==> src/source/npuIssuePkg.sv <==
// NPU issue pipeline definitions
`default_nettype none

package npuIssuePkg;

	// Datapath widths
	localparam int dataW = 32;
	localparam int addrW = 32;
	localparam int regAddrW = 4;
	localparam int immW = 16;

	// Byte step between consecutive instruction words
	localparam int instrStep = 4;

	// Instruction word fields
	localparam int opMsb = 31;
	localparam int opLsb = 28;
	localparam int rdMsb = 27;
	localparam int rdLsb = 24;
	localparam int rsMsb = 23;
	localparam int rsLsb = 20;
	localparam int immMsb = 15;
	localparam int immLsb = 0;

	// Unlisted encodings execute as no-ops
	typedef enum logic [3:0] {
		opNop = 4'd0,
		opLi = 4'd1,
		opAddi = 4'd2,
		opCfg = 4'd3,
		opEnq = 4'd4,
		opDeq = 4'd5,
		opHalt = 4'd15
	} opcodeT;

	// Fetch stage payload
	typedef struct packed {
		logic [dataW-1:0] word;
	} fetchWordT;

	// Execute stage payload
	typedef struct packed {
		opcodeT op;
		logic [regAddrW-1:0] rd;
		logic [dataW-1:0] operand;
		logic [dataW-1:0] imm;
	} decodedOpT;

endpackage

`default_nettype wire

==> src/source/instrFetch.sv <==
// Instruction fetch unit
`timescale 1ns/1ps
`default_nettype none

module instrFetch #(
	parameter logic [npuIssuePkg::addrW-1:0] bootAddr = '0
) (
	input logic clk,
	input logic rst_n,
	input logic stall,
	input logic halted,
	input logic [npuIssuePkg::dataW-1:0] instrData,
	input logic instrReady,
	output logic [npuIssuePkg::addrW-1:0] instrAddr,
	output logic instrValid,
	output logic fetchValid,
	output npuIssuePkg::fetchWordT fetchWord
);

	import npuIssuePkg::*;

	logic [addrW-1:0] pc;
	logic accept;

	// Request stays up until the HALT is decoded
	assign instrValid = !halted;

	// Ready during a stall does not count
	assign accept = instrValid && instrReady && !stall;

	always_ff @(posedge clk) begin
		if (!rst_n) begin
			pc <= bootAddr;
		end else if (accept) begin
			pc <= pc + addrW'(instrStep);
		end
	end

	assign instrAddr = pc;

	// Accepted word goes straight into the fetch stage register
	assign fetchValid = accept;
	assign fetchWord.word = instrData;

endmodule

`default_nettype wire

==> src/source/pipeStage.sv <==
// Pipeline stage register
`timescale 1ns/1ps
`default_nettype none

module pipeStage #(
	parameter type payloadT = logic
) (
	input logic clk,
	input logic rst_n,
	input logic stall,
	input logic inValid,
	input payloadT inData,
	output logic outValid,
	output payloadT outData
);

	always_ff @(posedge clk) begin
		if (!rst_n) begin
			outValid <= 1'b0;
		end else if (!stall) begin
			outValid <= inValid;
		end
	end

	// Payload freezes together with the valid bit
	always_ff @(posedge clk) begin
		if (!stall) begin
			outData <= inData;
		end
	end

endmodule

`default_nettype wire

==> src/source/decodeUnit.sv <==
// Instruction decode and register file
`timescale 1ns/1ps
`default_nettype none

module decodeUnit (
	input logic clk,
	input logic rst_n,
	input logic stall,
	input logic inValid,
	input npuIssuePkg::fetchWordT inWord,
	input logic wbEn,
	input logic [npuIssuePkg::regAddrW-1:0] wbAddr,
	input logic [npuIssuePkg::dataW-1:0] wbData,
	output logic opValid,
	output npuIssuePkg::decodedOpT op,
	output logic halted
);

	import npuIssuePkg::*;

	logic [dataW-1:0] regFile [2**regAddrW];

	opcodeT opcode;
	logic [regAddrW-1:0] rdField;
	logic [regAddrW-1:0] rsField;
	logic [immW-1:0] immField;
	logic [dataW-1:0] rsValue;
	logic haltSeen;

	// Field split
	assign opcode = opcodeT'(inWord.word[opMsb:opLsb]);
	assign rdField = inWord.word[rdMsb:rdLsb];
	assign rsField = inWord.word[rsMsb:rsLsb];
	assign immField = inWord.word[immMsb:immLsb];

	// Execute is the only writer
	always_ff @(posedge clk) begin
		if (wbEn) begin
			regFile[wbAddr] <= wbData;
		end
	end

	// Same-cycle writeback overrides the stored value
	always_comb begin
		if (wbEn && wbAddr == rsField) begin
			rsValue = wbData;
		end else begin
			rsValue = regFile[rsField];
		end
	end

	assign op.op = opcode;
	assign op.rd = rdField;
	assign op.operand = rsValue;
	assign op.imm = {{(dataW - immW){1'b0}}, immField};

	// HALT only counts once it leaves decode
	assign haltSeen = inValid && !halted && opcode == opHalt && !stall;

	always_ff @(posedge clk) begin
		if (!rst_n) begin
			halted <= 1'b0;
		end else if (haltSeen) begin
			halted <= 1'b1;
		end
	end

	// Words behind the HALT are dropped
	assign opValid = inValid && !halted;

endmodule

`default_nettype wire

==> src/source/npuExecute.sv <==
// Execute unit with coprocessor FIFO access
`timescale 1ns/1ps
`default_nettype none

module npuExecute (
	input logic clk,
	input logic rst_n,
	input logic opValid,
	input npuIssuePkg::decodedOpT op,
	input logic npuCfgFull,
	input logic npuInFull,
	input logic [npuIssuePkg::dataW-1:0] npuOutData,
	input logic npuOutEmpty,
	output logic stall,
	output logic [npuIssuePkg::dataW-1:0] npuCfgData,
	output logic npuCfgWe,
	output logic [npuIssuePkg::dataW-1:0] npuInData,
	output logic npuInWe,
	output logic npuOutRe,
	output logic wbEn,
	output logic [npuIssuePkg::regAddrW-1:0] wbAddr,
	output logic [npuIssuePkg::dataW-1:0] wbData,
	output logic halt
);

	import npuIssuePkg::*;

	logic isCfg;
	logic isEnq;
	logic isDeq;
	logic execFire;
	logic [dataW-1:0] sum;

	assign isCfg = opValid && op.op == opCfg;
	assign isEnq = opValid && op.op == opEnq;
	assign isDeq = opValid && op.op == opDeq;

	// A blocked FIFO freezes the whole pipeline
	assign stall = (isCfg && npuCfgFull) || (isEnq && npuInFull) || (isDeq && npuOutEmpty);

	assign execFire = opValid && !stall;

	// Strobes are one cycle per executed op
	assign npuCfgWe = isCfg && execFire;
	assign npuCfgData = op.imm;
	assign npuInWe = isEnq && execFire;
	assign npuInData = op.operand;
	assign npuOutRe = isDeq && execFire;

	// Wraps at 32 bits
	assign sum = op.operand + op.imm;

	always_comb begin
		case (op.op)
			opAddi: wbData = sum;
			opDeq: wbData = npuOutData;
			default: wbData = op.imm;
		endcase
	end

	assign wbEn = execFire && (op.op inside {opLi, opAddi, opDeq});
	assign wbAddr = op.rd;

	// Sticky until reset
	always_ff @(posedge clk) begin
		if (!rst_n) begin
			halt <= 1'b0;
		end else if (execFire && op.op == opHalt) begin
			halt <= 1'b1;
		end
	end

endmodule

`default_nettype wire

==> src/source/npuIssueCore.sv <==
// NPU issue core top level
`timescale 1ns/1ps
`default_nettype none

module npuIssueCore #(
	parameter logic [npuIssuePkg::addrW-1:0] bootAddr = '0
) (
	input logic clk,
	input logic rst_n,
	output logic [npuIssuePkg::addrW-1:0] instrAddr,
	output logic instrValid,
	input logic [npuIssuePkg::dataW-1:0] instrData,
	input logic instrReady,
	output logic [npuIssuePkg::dataW-1:0] npuCfgData,
	output logic npuCfgWe,
	input logic npuCfgFull,
	output logic [npuIssuePkg::dataW-1:0] npuInData,
	output logic npuInWe,
	input logic npuInFull,
	input logic [npuIssuePkg::dataW-1:0] npuOutData,
	input logic npuOutEmpty,
	output logic npuOutRe,
	output logic halt
);

	import npuIssuePkg::*;

	logic stall;
	logic halted;
	logic fetchValid;
	fetchWordT fetchWord;
	logic fsValid;
	fetchWordT fsWord;
	logic decValid;
	decodedOpT decOp;
	logic exValid;
	decodedOpT exOp;
	logic wbEn;
	logic [regAddrW-1:0] wbAddr;
	logic [dataW-1:0] wbData;

	instrFetch #(
		.bootAddr(bootAddr)
	) i_instrFetch (
		.clk(clk),
		.rst_n(rst_n),
		.stall(stall),
		.halted(halted),
		.instrData(instrData),
		.instrReady(instrReady),
		.instrAddr(instrAddr),
		.instrValid(instrValid),
		.fetchValid(fetchValid),
		.fetchWord(fetchWord)
	);

	// Fetch stage
	pipeStage #(
		.payloadT(fetchWordT)
	) i_fetchStage (
		.clk(clk),
		.rst_n(rst_n),
		.stall(stall),
		.inValid(fetchValid),
		.inData(fetchWord),
		.outValid(fsValid),
		.outData(fsWord)
	);

	decodeUnit i_decodeUnit (
		.clk(clk),
		.rst_n(rst_n),
		.stall(stall),
		.inValid(fsValid),
		.inWord(fsWord),
		.wbEn(wbEn),
		.wbAddr(wbAddr),
		.wbData(wbData),
		.opValid(decValid),
		.op(decOp),
		.halted(halted)
	);

	// Execute stage
	pipeStage #(
		.payloadT(decodedOpT)
	) i_execStage (
		.clk(clk),
		.rst_n(rst_n),
		.stall(stall),
		.inValid(decValid),
		.inData(decOp),
		.outValid(exValid),
		.outData(exOp)
	);

	npuExecute i_npuExecute (
		.clk(clk),
		.rst_n(rst_n),
		.opValid(exValid),
		.op(exOp),
		.npuCfgFull(npuCfgFull),
		.npuInFull(npuInFull),
		.npuOutData(npuOutData),
		.npuOutEmpty(npuOutEmpty),
		.stall(stall),
		.npuCfgData(npuCfgData),
		.npuCfgWe(npuCfgWe),
		.npuInData(npuInData),
		.npuInWe(npuInWe),
		.npuOutRe(npuOutRe),
		.wbEn(wbEn),
		.wbAddr(wbAddr),
		.wbData(wbData),
		.halt(halt)
	);

endmodule

`default_nettype wire

==> config.mk <==
export PLATFORM = sky130hd
export DESIGN_NAME = npuIssueCore
export DESIGN_NICKNAME = d
export VERILOG_FILES = /design/src/source/npuIssuePkg.sv /design/src/source/instrFetch.sv /design/src/source/pipeStage.sv /design/src/source/decodeUnit.sv /design/src/source/npuExecute.sv /design/src/source/npuIssueCore.sv
export SDC_FILE = /design/constraint.sdc
export NUM_CORES = 1
export LEC_CHECK = 0
export ABC_CLOCK_PERIOD_IN_PS = 8300
export BUFFER_PORTS_ARGS = -buffer_cell sky130_fd_sc_hd__buf_4
export CELL_PAD_IN_SITES_DETAIL_PLACEMENT = 1
export CELL_PAD_IN_SITES_GLOBAL_PLACEMENT = 2
export CORE_MARGIN = 8
export CORE_UTILIZATION = 50
export DETAILED_ROUTE_END_ITERATION = 8
export PLACE_DENSITY = 0.83
export SKIP_CTS_REPAIR_TIMING = 1
export SLEW_MARGIN = 10
export SYNTH_ARGS = -nofsm -noshare
export SYNTH_HDL_FRONTEND = slang
export SYNTH_SLANG_ARGS = --single-unit
==> constraint.sdc <==
create_clock -name clk -period 8.3 [get_ports clk]
set_input_delay 1.66 -clock clk [delete_from_list [all_inputs] [get_ports clk]]
set_output_delay 1.66 -clock clk [all_outputs]
set_load 0.01 [all_outputs]
==> summary.txt, run 1 <==
Worst setup path
  – WP buf/inv: 2
  – Critical path class: primary input to output pin
  – Worst path cell trace: buf_4, mux2i_2, a2bb2oi_4, nand2_1, nor4_1, buf_4
  – Worst EP arrival: 2.78 ns
  – CP Capture Type: output pin
  – Worst Path Required: roughly 6.6 ns
  – CP top delay family: simple AND/OR/NAND/NOR gates
  – Max incr delay on CP: ~0.25 ns
  – Critical Path Start Type: primary input
  – Reg2reg setup slack: 4.22 ns
  – CP max stage cell: a2bb2oi_4
  – Crit-path max FO: 6
  – Crit path top cell by count: buf_4

STA
  – Setup Viol. Count Final: 0
  – Slew Viols, Final: 0
  – Final TNS setup: 0 ns
  – Slew @ Worst Pin: 1.03 ns
  – RSZ-0062 raised after global routing: no
  – Fmax: 225 MHz
  – Final hold violations: 0
  – Fin crit period: 4.44 ns
  – Slew headroom: 30.7%
  – Period utilization: 53.5%
  – Clk_skew: 0.0246 ns

Die
  – Die area: 59600 sq um
  – Row count: 83
  – Starting Density: roughly 50%
  – Chip Width: 244 microns
  – CORE AREA: 51400 sq um
  – Top-level port count: 171
  – Die height: 244 microns

GRT
  – Antenna violations before repair: 0
  – First-pass GRT wire length: 99000 microns
  – Vias in the first global route: 15.0k
  – Largest net degree at the start of global routing: ~130
  – Grt ovf: 0
  – Overall global routing resource usage: 22.4%

Drt
  – # DRC: 0
  – DR pass1 iterations: 5
  – DRT antenna net count: 0
  – Initial DRC Count: 1339
  – Routed WL: ~67000 microns
  – Routed WL per cell: 29.4 microns
  – Vias/cell: 6.02
  – Via Count: 13.6k

Placement
  – Placed insts: 2147
  – Placed Area: 27800 sq um
  – Final HPWL DP: 39100 microns
  – Routability congestion estimate from global placement: 0.747
  – Port buffer count: 148

Synth
  – Post-Syn Area: 26000 sq um
  – Sequential area share after synthesis: 71.4%
  – Main synth FF type: edfxtp_1
  – Netlist cell types: between 60 and 70
  – Fraction of registers with async set or reset after synthesis: 0%
  – Yosys Warn Count: 0
  – Syn Area/Cell: 18.9 sq um
  – Register bit total from synthesis: 630
  – Post-synth EDFFs: 596
  – Syn Inst Count: 1380

Layout
  – Commonest non-fill, non-tap cell in the layout: edfxtp_1
  – Final Util: between 50% and 60%
  – Layout net count: 1624
  – Area Growth Syn to Fin: 14.7%
  – Proportion of layout cells with a drive suffix above 1: 30.7%
  – ANT cells: 0
  – Final Instance Area: 29800 sq um
  – Commonest non-fill, non-tap cells in the layout: 596 x edfxtp_1, 198 x buf_4, 159 x mux4_2, 71 x clkbuf_16, 66 x nand2_1
  – Non-Filler Instances: 2265

Run
  – MaxCap Viol Count: 0

Status
  – Outcome: finished, final reports clean

CTS
  – Clk sinks: 630
  – Worst-path clk slew: 0.06 ns
  – CTS root buf: clkbuf_16
  – H-tree depth: 3
  – Total CTS buffers: 67
  – Clock Tree Buf Depth: 3
  – Worst-Skew Late Latency: 0.60 ns
  – TritonCTS clock tree: done

Power and ir drop
  – Pwr dens: 233 nW/um^2
  – Tot Pwr: 6.94 mW
  – Leak: 10.0 nW
  – Worst ir drop on vdd: 0.000165 V

Hold path
  – HP Class: flop to flop
## sequential cells by signal, indices dropped and copies added (netlist names)
signal	flops
i_fetchStage.outData	28
i_instrFetch.instrAddr	30
i_decodeUnit.halted	1
i_execStage.outValid	1
i_decodeUnit.regFile	512
i_fetchStage.outValid	1
i_execStage.outData	56
i_npuExecute.halt	1
## stage by stage
| step | setup WS, ns | hold slack, ns |
|---|---|---|
| after global placement | 3.31 | 0.402 |
| final | 3.86 | 0.414 |
| after detailed placement | 3.27 | 0.406 |
| after floorplan | 2.78 | 0.400 |
| after global routing | 3.72 | 0.421 |
| after CTS | 3.67 | 0.413 |
## power by group
part	internal (mW)	leakage, nW	switching, mW
Combinational	0.221	3.20	0.283
Clock	1.66	1.00	1.19
Sequential	3.54	5.83	0.0472
Total	5.42	10.0	1.52
## synth_stat cells (10+ instances only)
cell      count  area, sq um
o21ai_0      32          160
a21oi_1      24          120
a22oi_1      11         82.6
inv_1        16         60.1
buf_4        69          518
nand3_1      16         80.1
nor2b_1      15         93.8
nor2_1       29          109
edfxtp_1    596        17900
xor2_1       20          175
dfxtp_1      34          681
nand2_1      66          248
o221ai_1     16          140
nor3_1       22          110
buf_2        16         80.1
nand4_1      10         62.6
and2_1       22          138
ha_1         17          213
xnor2_1      30          263
clkbuf_1     32          120
mux4_2      159         3580
mux2_2       12          135
## layout make-up
type	count	area (sq um)
fillers	4536	21600
flip-flops and latches	630	18600
multi-input cells	622	6780
clock buffers	92	1870
repair buffers	199	1510
well taps	680	851
clock inverters	26	195
inverters	16	60.1
## layer usage
layer / vias up / wire, microns / global-route usage (%)
met3: 95 / 3960 / 3.54
met5: - / 0 / 0
met4: 0 / 1670 / 7.27
met1: 7258 / 26600 / 29.1
met2: 470 / 34500 / 38.4
li1: 5822 / - / -
## logic make-up after synthesis
| logic type | synth area share, % |
|---|---|
| other | 0.0144 |
| flip-flops | 71.4 |
| buffers and inverters | 3.24 |
| multiplexers | 14.4 |
| adder cells (fa/ha/maj) | 0.894 |
| AO/OA/AOI/OAI | 3.69 |
| AND/OR/NAND/NOR | 4.64 |
| XOR/XNOR | 1.68 |
## worst reg2reg max path: cells and delay by family (launching register included)
kind	cells	cell delay (ns)
simple gates	1	0.19
flops	1	0.46
compound gates	5	2.27
buf+inv	1	0.06
fa+ha+maj	2	0.63
xor+xnor	1	0.15
## worst paths after layout
kind,startpoint,endpoint,cells after the start
worst max-delay path,npuOutEmpty,npuCfgWe,6
worst min register to register,i_fetchStage.outData[3]$_DFFE_PN_,i_execStage.outData[3]$_DFFE_PN_,0
worst min-delay path,i_fetchStage.outData[3]$_DFFE_PN_,i_execStage.outData[3]$_DFFE_PN_,0
worst max register to register,i_execStage.outData[0]$_DFFE_PN_,i_decodeUnit.regFile[13][20]$_DFFE_PP_,10
Power figures use the tool's default switching activity.
==> inputs of run 2 (changes only) <==
--- a/config.mk
+++ b/config.mk
@@ -5,14 +5,14 @@
 export SDC_FILE = /design/constraint.sdc
 export NUM_CORES = 1
 export LEC_CHECK = 0
-export ABC_CLOCK_PERIOD_IN_PS = 8300
+export ABC_CLOCK_PERIOD_IN_PS = 4340
 export BUFFER_PORTS_ARGS = -buffer_cell sky130_fd_sc_hd__buf_4
 export CELL_PAD_IN_SITES_DETAIL_PLACEMENT = 1
 export CELL_PAD_IN_SITES_GLOBAL_PLACEMENT = 2
 export CORE_MARGIN = 8
-export CORE_UTILIZATION = 50
+export CORE_UTILIZATION = 46
 export DETAILED_ROUTE_END_ITERATION = 8
-export PLACE_DENSITY = 0.83
+export PLACE_DENSITY = 0.77
 export SKIP_CTS_REPAIR_TIMING = 1
 export SLEW_MARGIN = 10
 export SYNTH_ARGS = -nofsm -noshare
==> constraint.sdc (replaced) <==
create_clock -name clk -period 4.34 [get_ports clk]
set_input_delay 0.868 -clock clk [delete_from_list [all_inputs] [get_ports clk]]
set_output_delay 0.868 -clock clk [all_outputs]
set_load 0.01 [all_outputs]
==> summary.txt, run 2 (synthesized netlist as in run 1, its figures left out) <==
Placement
  – Placed insts: 2233 (+4.0%)
  – Port buffer count: 148 (unchanged)
  – Routability congestion estimate from global placement: 0.792 (+6.1%)
  – Placed Area: 28100 sq um (+1.3%)
  – Final HPWL DP: 40200 microns (+2.6%)

STA
  – Setup Viol. Count Final: 0 (unchanged)
  – Clk_skew: 0.0321 ns (+0.00749 ns)
  – Minimum hold slack: 0.418 ns (+0.00409 ns)
  – Final TNS setup: 0 ns (unchanged)
  – Slew Viols, Final: 0 (unchanged)
  – Fin crit period: ~3.8 ns
  – Fmax: 267 MHz
  – Period utilization: 86.5%
  – Slew headroom: 35.7% (+5.1 points)
  – Final hold violations: 0 (unchanged)
  – RSZ-0062 raised after global routing: no
  – Slew @ Worst Pin: 0.962 ns (-0.0722 ns)

Die
  – Top-level port count: 171 (unchanged)
  – Die height: 254 microns (+4.0%)
  – Chip Width: 254 microns (+4.0%)
  – CORE AREA: 56200 sq um (+9.3%)
  – Die area: 64400 sq um (+8.1%)
  – Row count: 87 (+4.8%)
  – Starting Density: 46.3% (-4.3 points)

GRT
  – Antenna violations before repair: 0 (unchanged)
  – Grt ovf: 0 (unchanged)
  – Vias in the first global route: 14.6k (-2.7%)
  – First-pass GRT wire length: 97700 microns (-1.3%)
  – Overall global routing resource usage: 20.8% (-1.5 points)
  – Largest net degree at the start of global routing: 129 (unchanged)

Power and ir drop
  – Leak: 10.2 nW (+1.4%)
  – Pwr dens: 442 nW/um^2 (+90%)
  – Tot Pwr: 13.4 mW (+93%)
  – Worst ir drop on vdd: 0.000236 V (+43%)

Worst setup path
  – Crit-path max FO: 16 (+10)
  – Worst Path Required: 4.59 ns (-2.05 ns)
  – Critical path class: flop to flop
  – Worst EP arrival: 4.01 ns (+1.23 ns)
  – CP Capture Type: flop
  – Critical Path Start Type: flop

Layout
  – Non-Filler Instances: 2353 (+3.9%)
  – Layout net count: 1636 (+0.74%)
  – Filler cells: 5116 (+13%)
  – Top reg by flops: i_decodeUnit.regFile
  – ANT cells: 0 (unchanged)
  – Final Instance Area: 30300 sq um (+1.4%)
  – Commonest non-fill, non-tap cell in the layout: edfxtp_1
  – Proportion of layout cells with a drive suffix above 1: 31.8% (+1.1 points)
  – Area Growth Syn to Fin: 16.3%
  – Max reg flops: 512 (unchanged)
  – Commonest non-fill, non-tap cells in the layout: 596 x edfxtp_1, 195 x buf_4, 159 x mux4_2, 69 x clkbuf_16, 66 x nand2_1

CTS
  – Worst-path clk slew: 0.06 ns (about the same)
  – CTS root buf: clkbuf_16
  – Total CTS buffers: 68 (+1.5%)
  – TritonCTS clock tree: done
  – Clk sinks: 630 (unchanged)
  – Clock Tree Buf Depth: 3 (unchanged)
  – H-tree depth: 3 (unchanged)
  – Worst-Skew Late Latency: 0.60 ns (about the same)

Drt
  – # DRC: 0 (unchanged)
  – Routed WL per cell: 28.4 microns (-3.4%)
  – DR pass1 iterations: 5 (unchanged)
  – Routed WL: 66900 microns (+0.32%)
  – Initial DRC Count: 1379 (+3.0%)
  – DRT antenna net count: 0 (unchanged)
  – Via Count: 13.7k (+0.27%)
  – Vias/cell: 5.81 (-3.5%)

Run
  – MaxCap Viol Count: 0 (unchanged)

Hold path
  – HP Class: flop to flop

Status
  – Outcome: finished, final reports clean
==> run 2: report_power, final <==
part | internal, mW | total, mW | switching [mW]
Sequential | 6.76 | 6.85 | 0.0866
Combinational | 0.433 | 0.978 | 0.546
Clock | 3.24 | 5.54 | 2.30
==> run 2: path summary, 6_finish.rpt <==
path,startpoint,endpoint,slack [ns],cells past startpoint
setup / recovery,i_execStage.outData[0]$_DFFE_PN_,i_decodeUnit.regFile[13][18]$_DFFE_PP_,0.59,10
hold / removal,i_fetchStage.outData[0]$_DFFE_PN_,i_execStage.outData[0]$_DFFE_PN_,0.42,0
setup reg to reg,i_execStage.outData[0]$_DFFE_PN_,i_decodeUnit.regFile[13][18]$_DFFE_PP_,0.59,10
hold reg to reg,i_fetchStage.outData[0]$_DFFE_PN_,i_execStage.outData[0]$_DFFE_PN_,0.42,0
==> run 2: per-stage QoR <==
stage,worst slack (ns),util [%]
2_1_floorplan,0.464,-
3_3_place_gp,0.348,50.1
3_5_place_dp,0.213,50.1
4_1_cts,0.101,53.9
5_1_grt,0.291,53.9
6_report,0.588,53.9
==> run 2: routing by layer <==
metal / wire length [microns] / part of all wire (%) / GRT usage (%) / vias up
met2: 33600 / 50 / 34.7 / 474
met4: 1710 / 2.6 / 6.75 / 0
li1: - / - / - / 5847
met1: 27200 / 41 / 27.8 / 7260
met3: 4330 / 6.5 / 3.69 / 101
met5: 0 / 0 / 0 / -
==> run 2: worst max-delay path, stage by stage (launching register included) <==
cell       delay (ns)
edfxtp_1         0.37
ha_1             0.21
inv_1            0.07
fa_1             0.37
nor2b_1          0.17
o21ai_0          0.21
a21oi_1          0.47
o2111ai_2        0.36
a21boi_2         0.36
xnor2_1          0.14
o21ai_1          0.70
==> run 2: layout make-up <==
type	count	area, sq um	area share (%)
clock buffer	80	1790	5.91
clock inverter	39	320	1.06
inverter	16	60.1	0.198
multi-input combinational	622	6800	22.5
sequential	630	18600	61.4
tap	756	946	3.13
timing repair buffer	210	1760	5.83
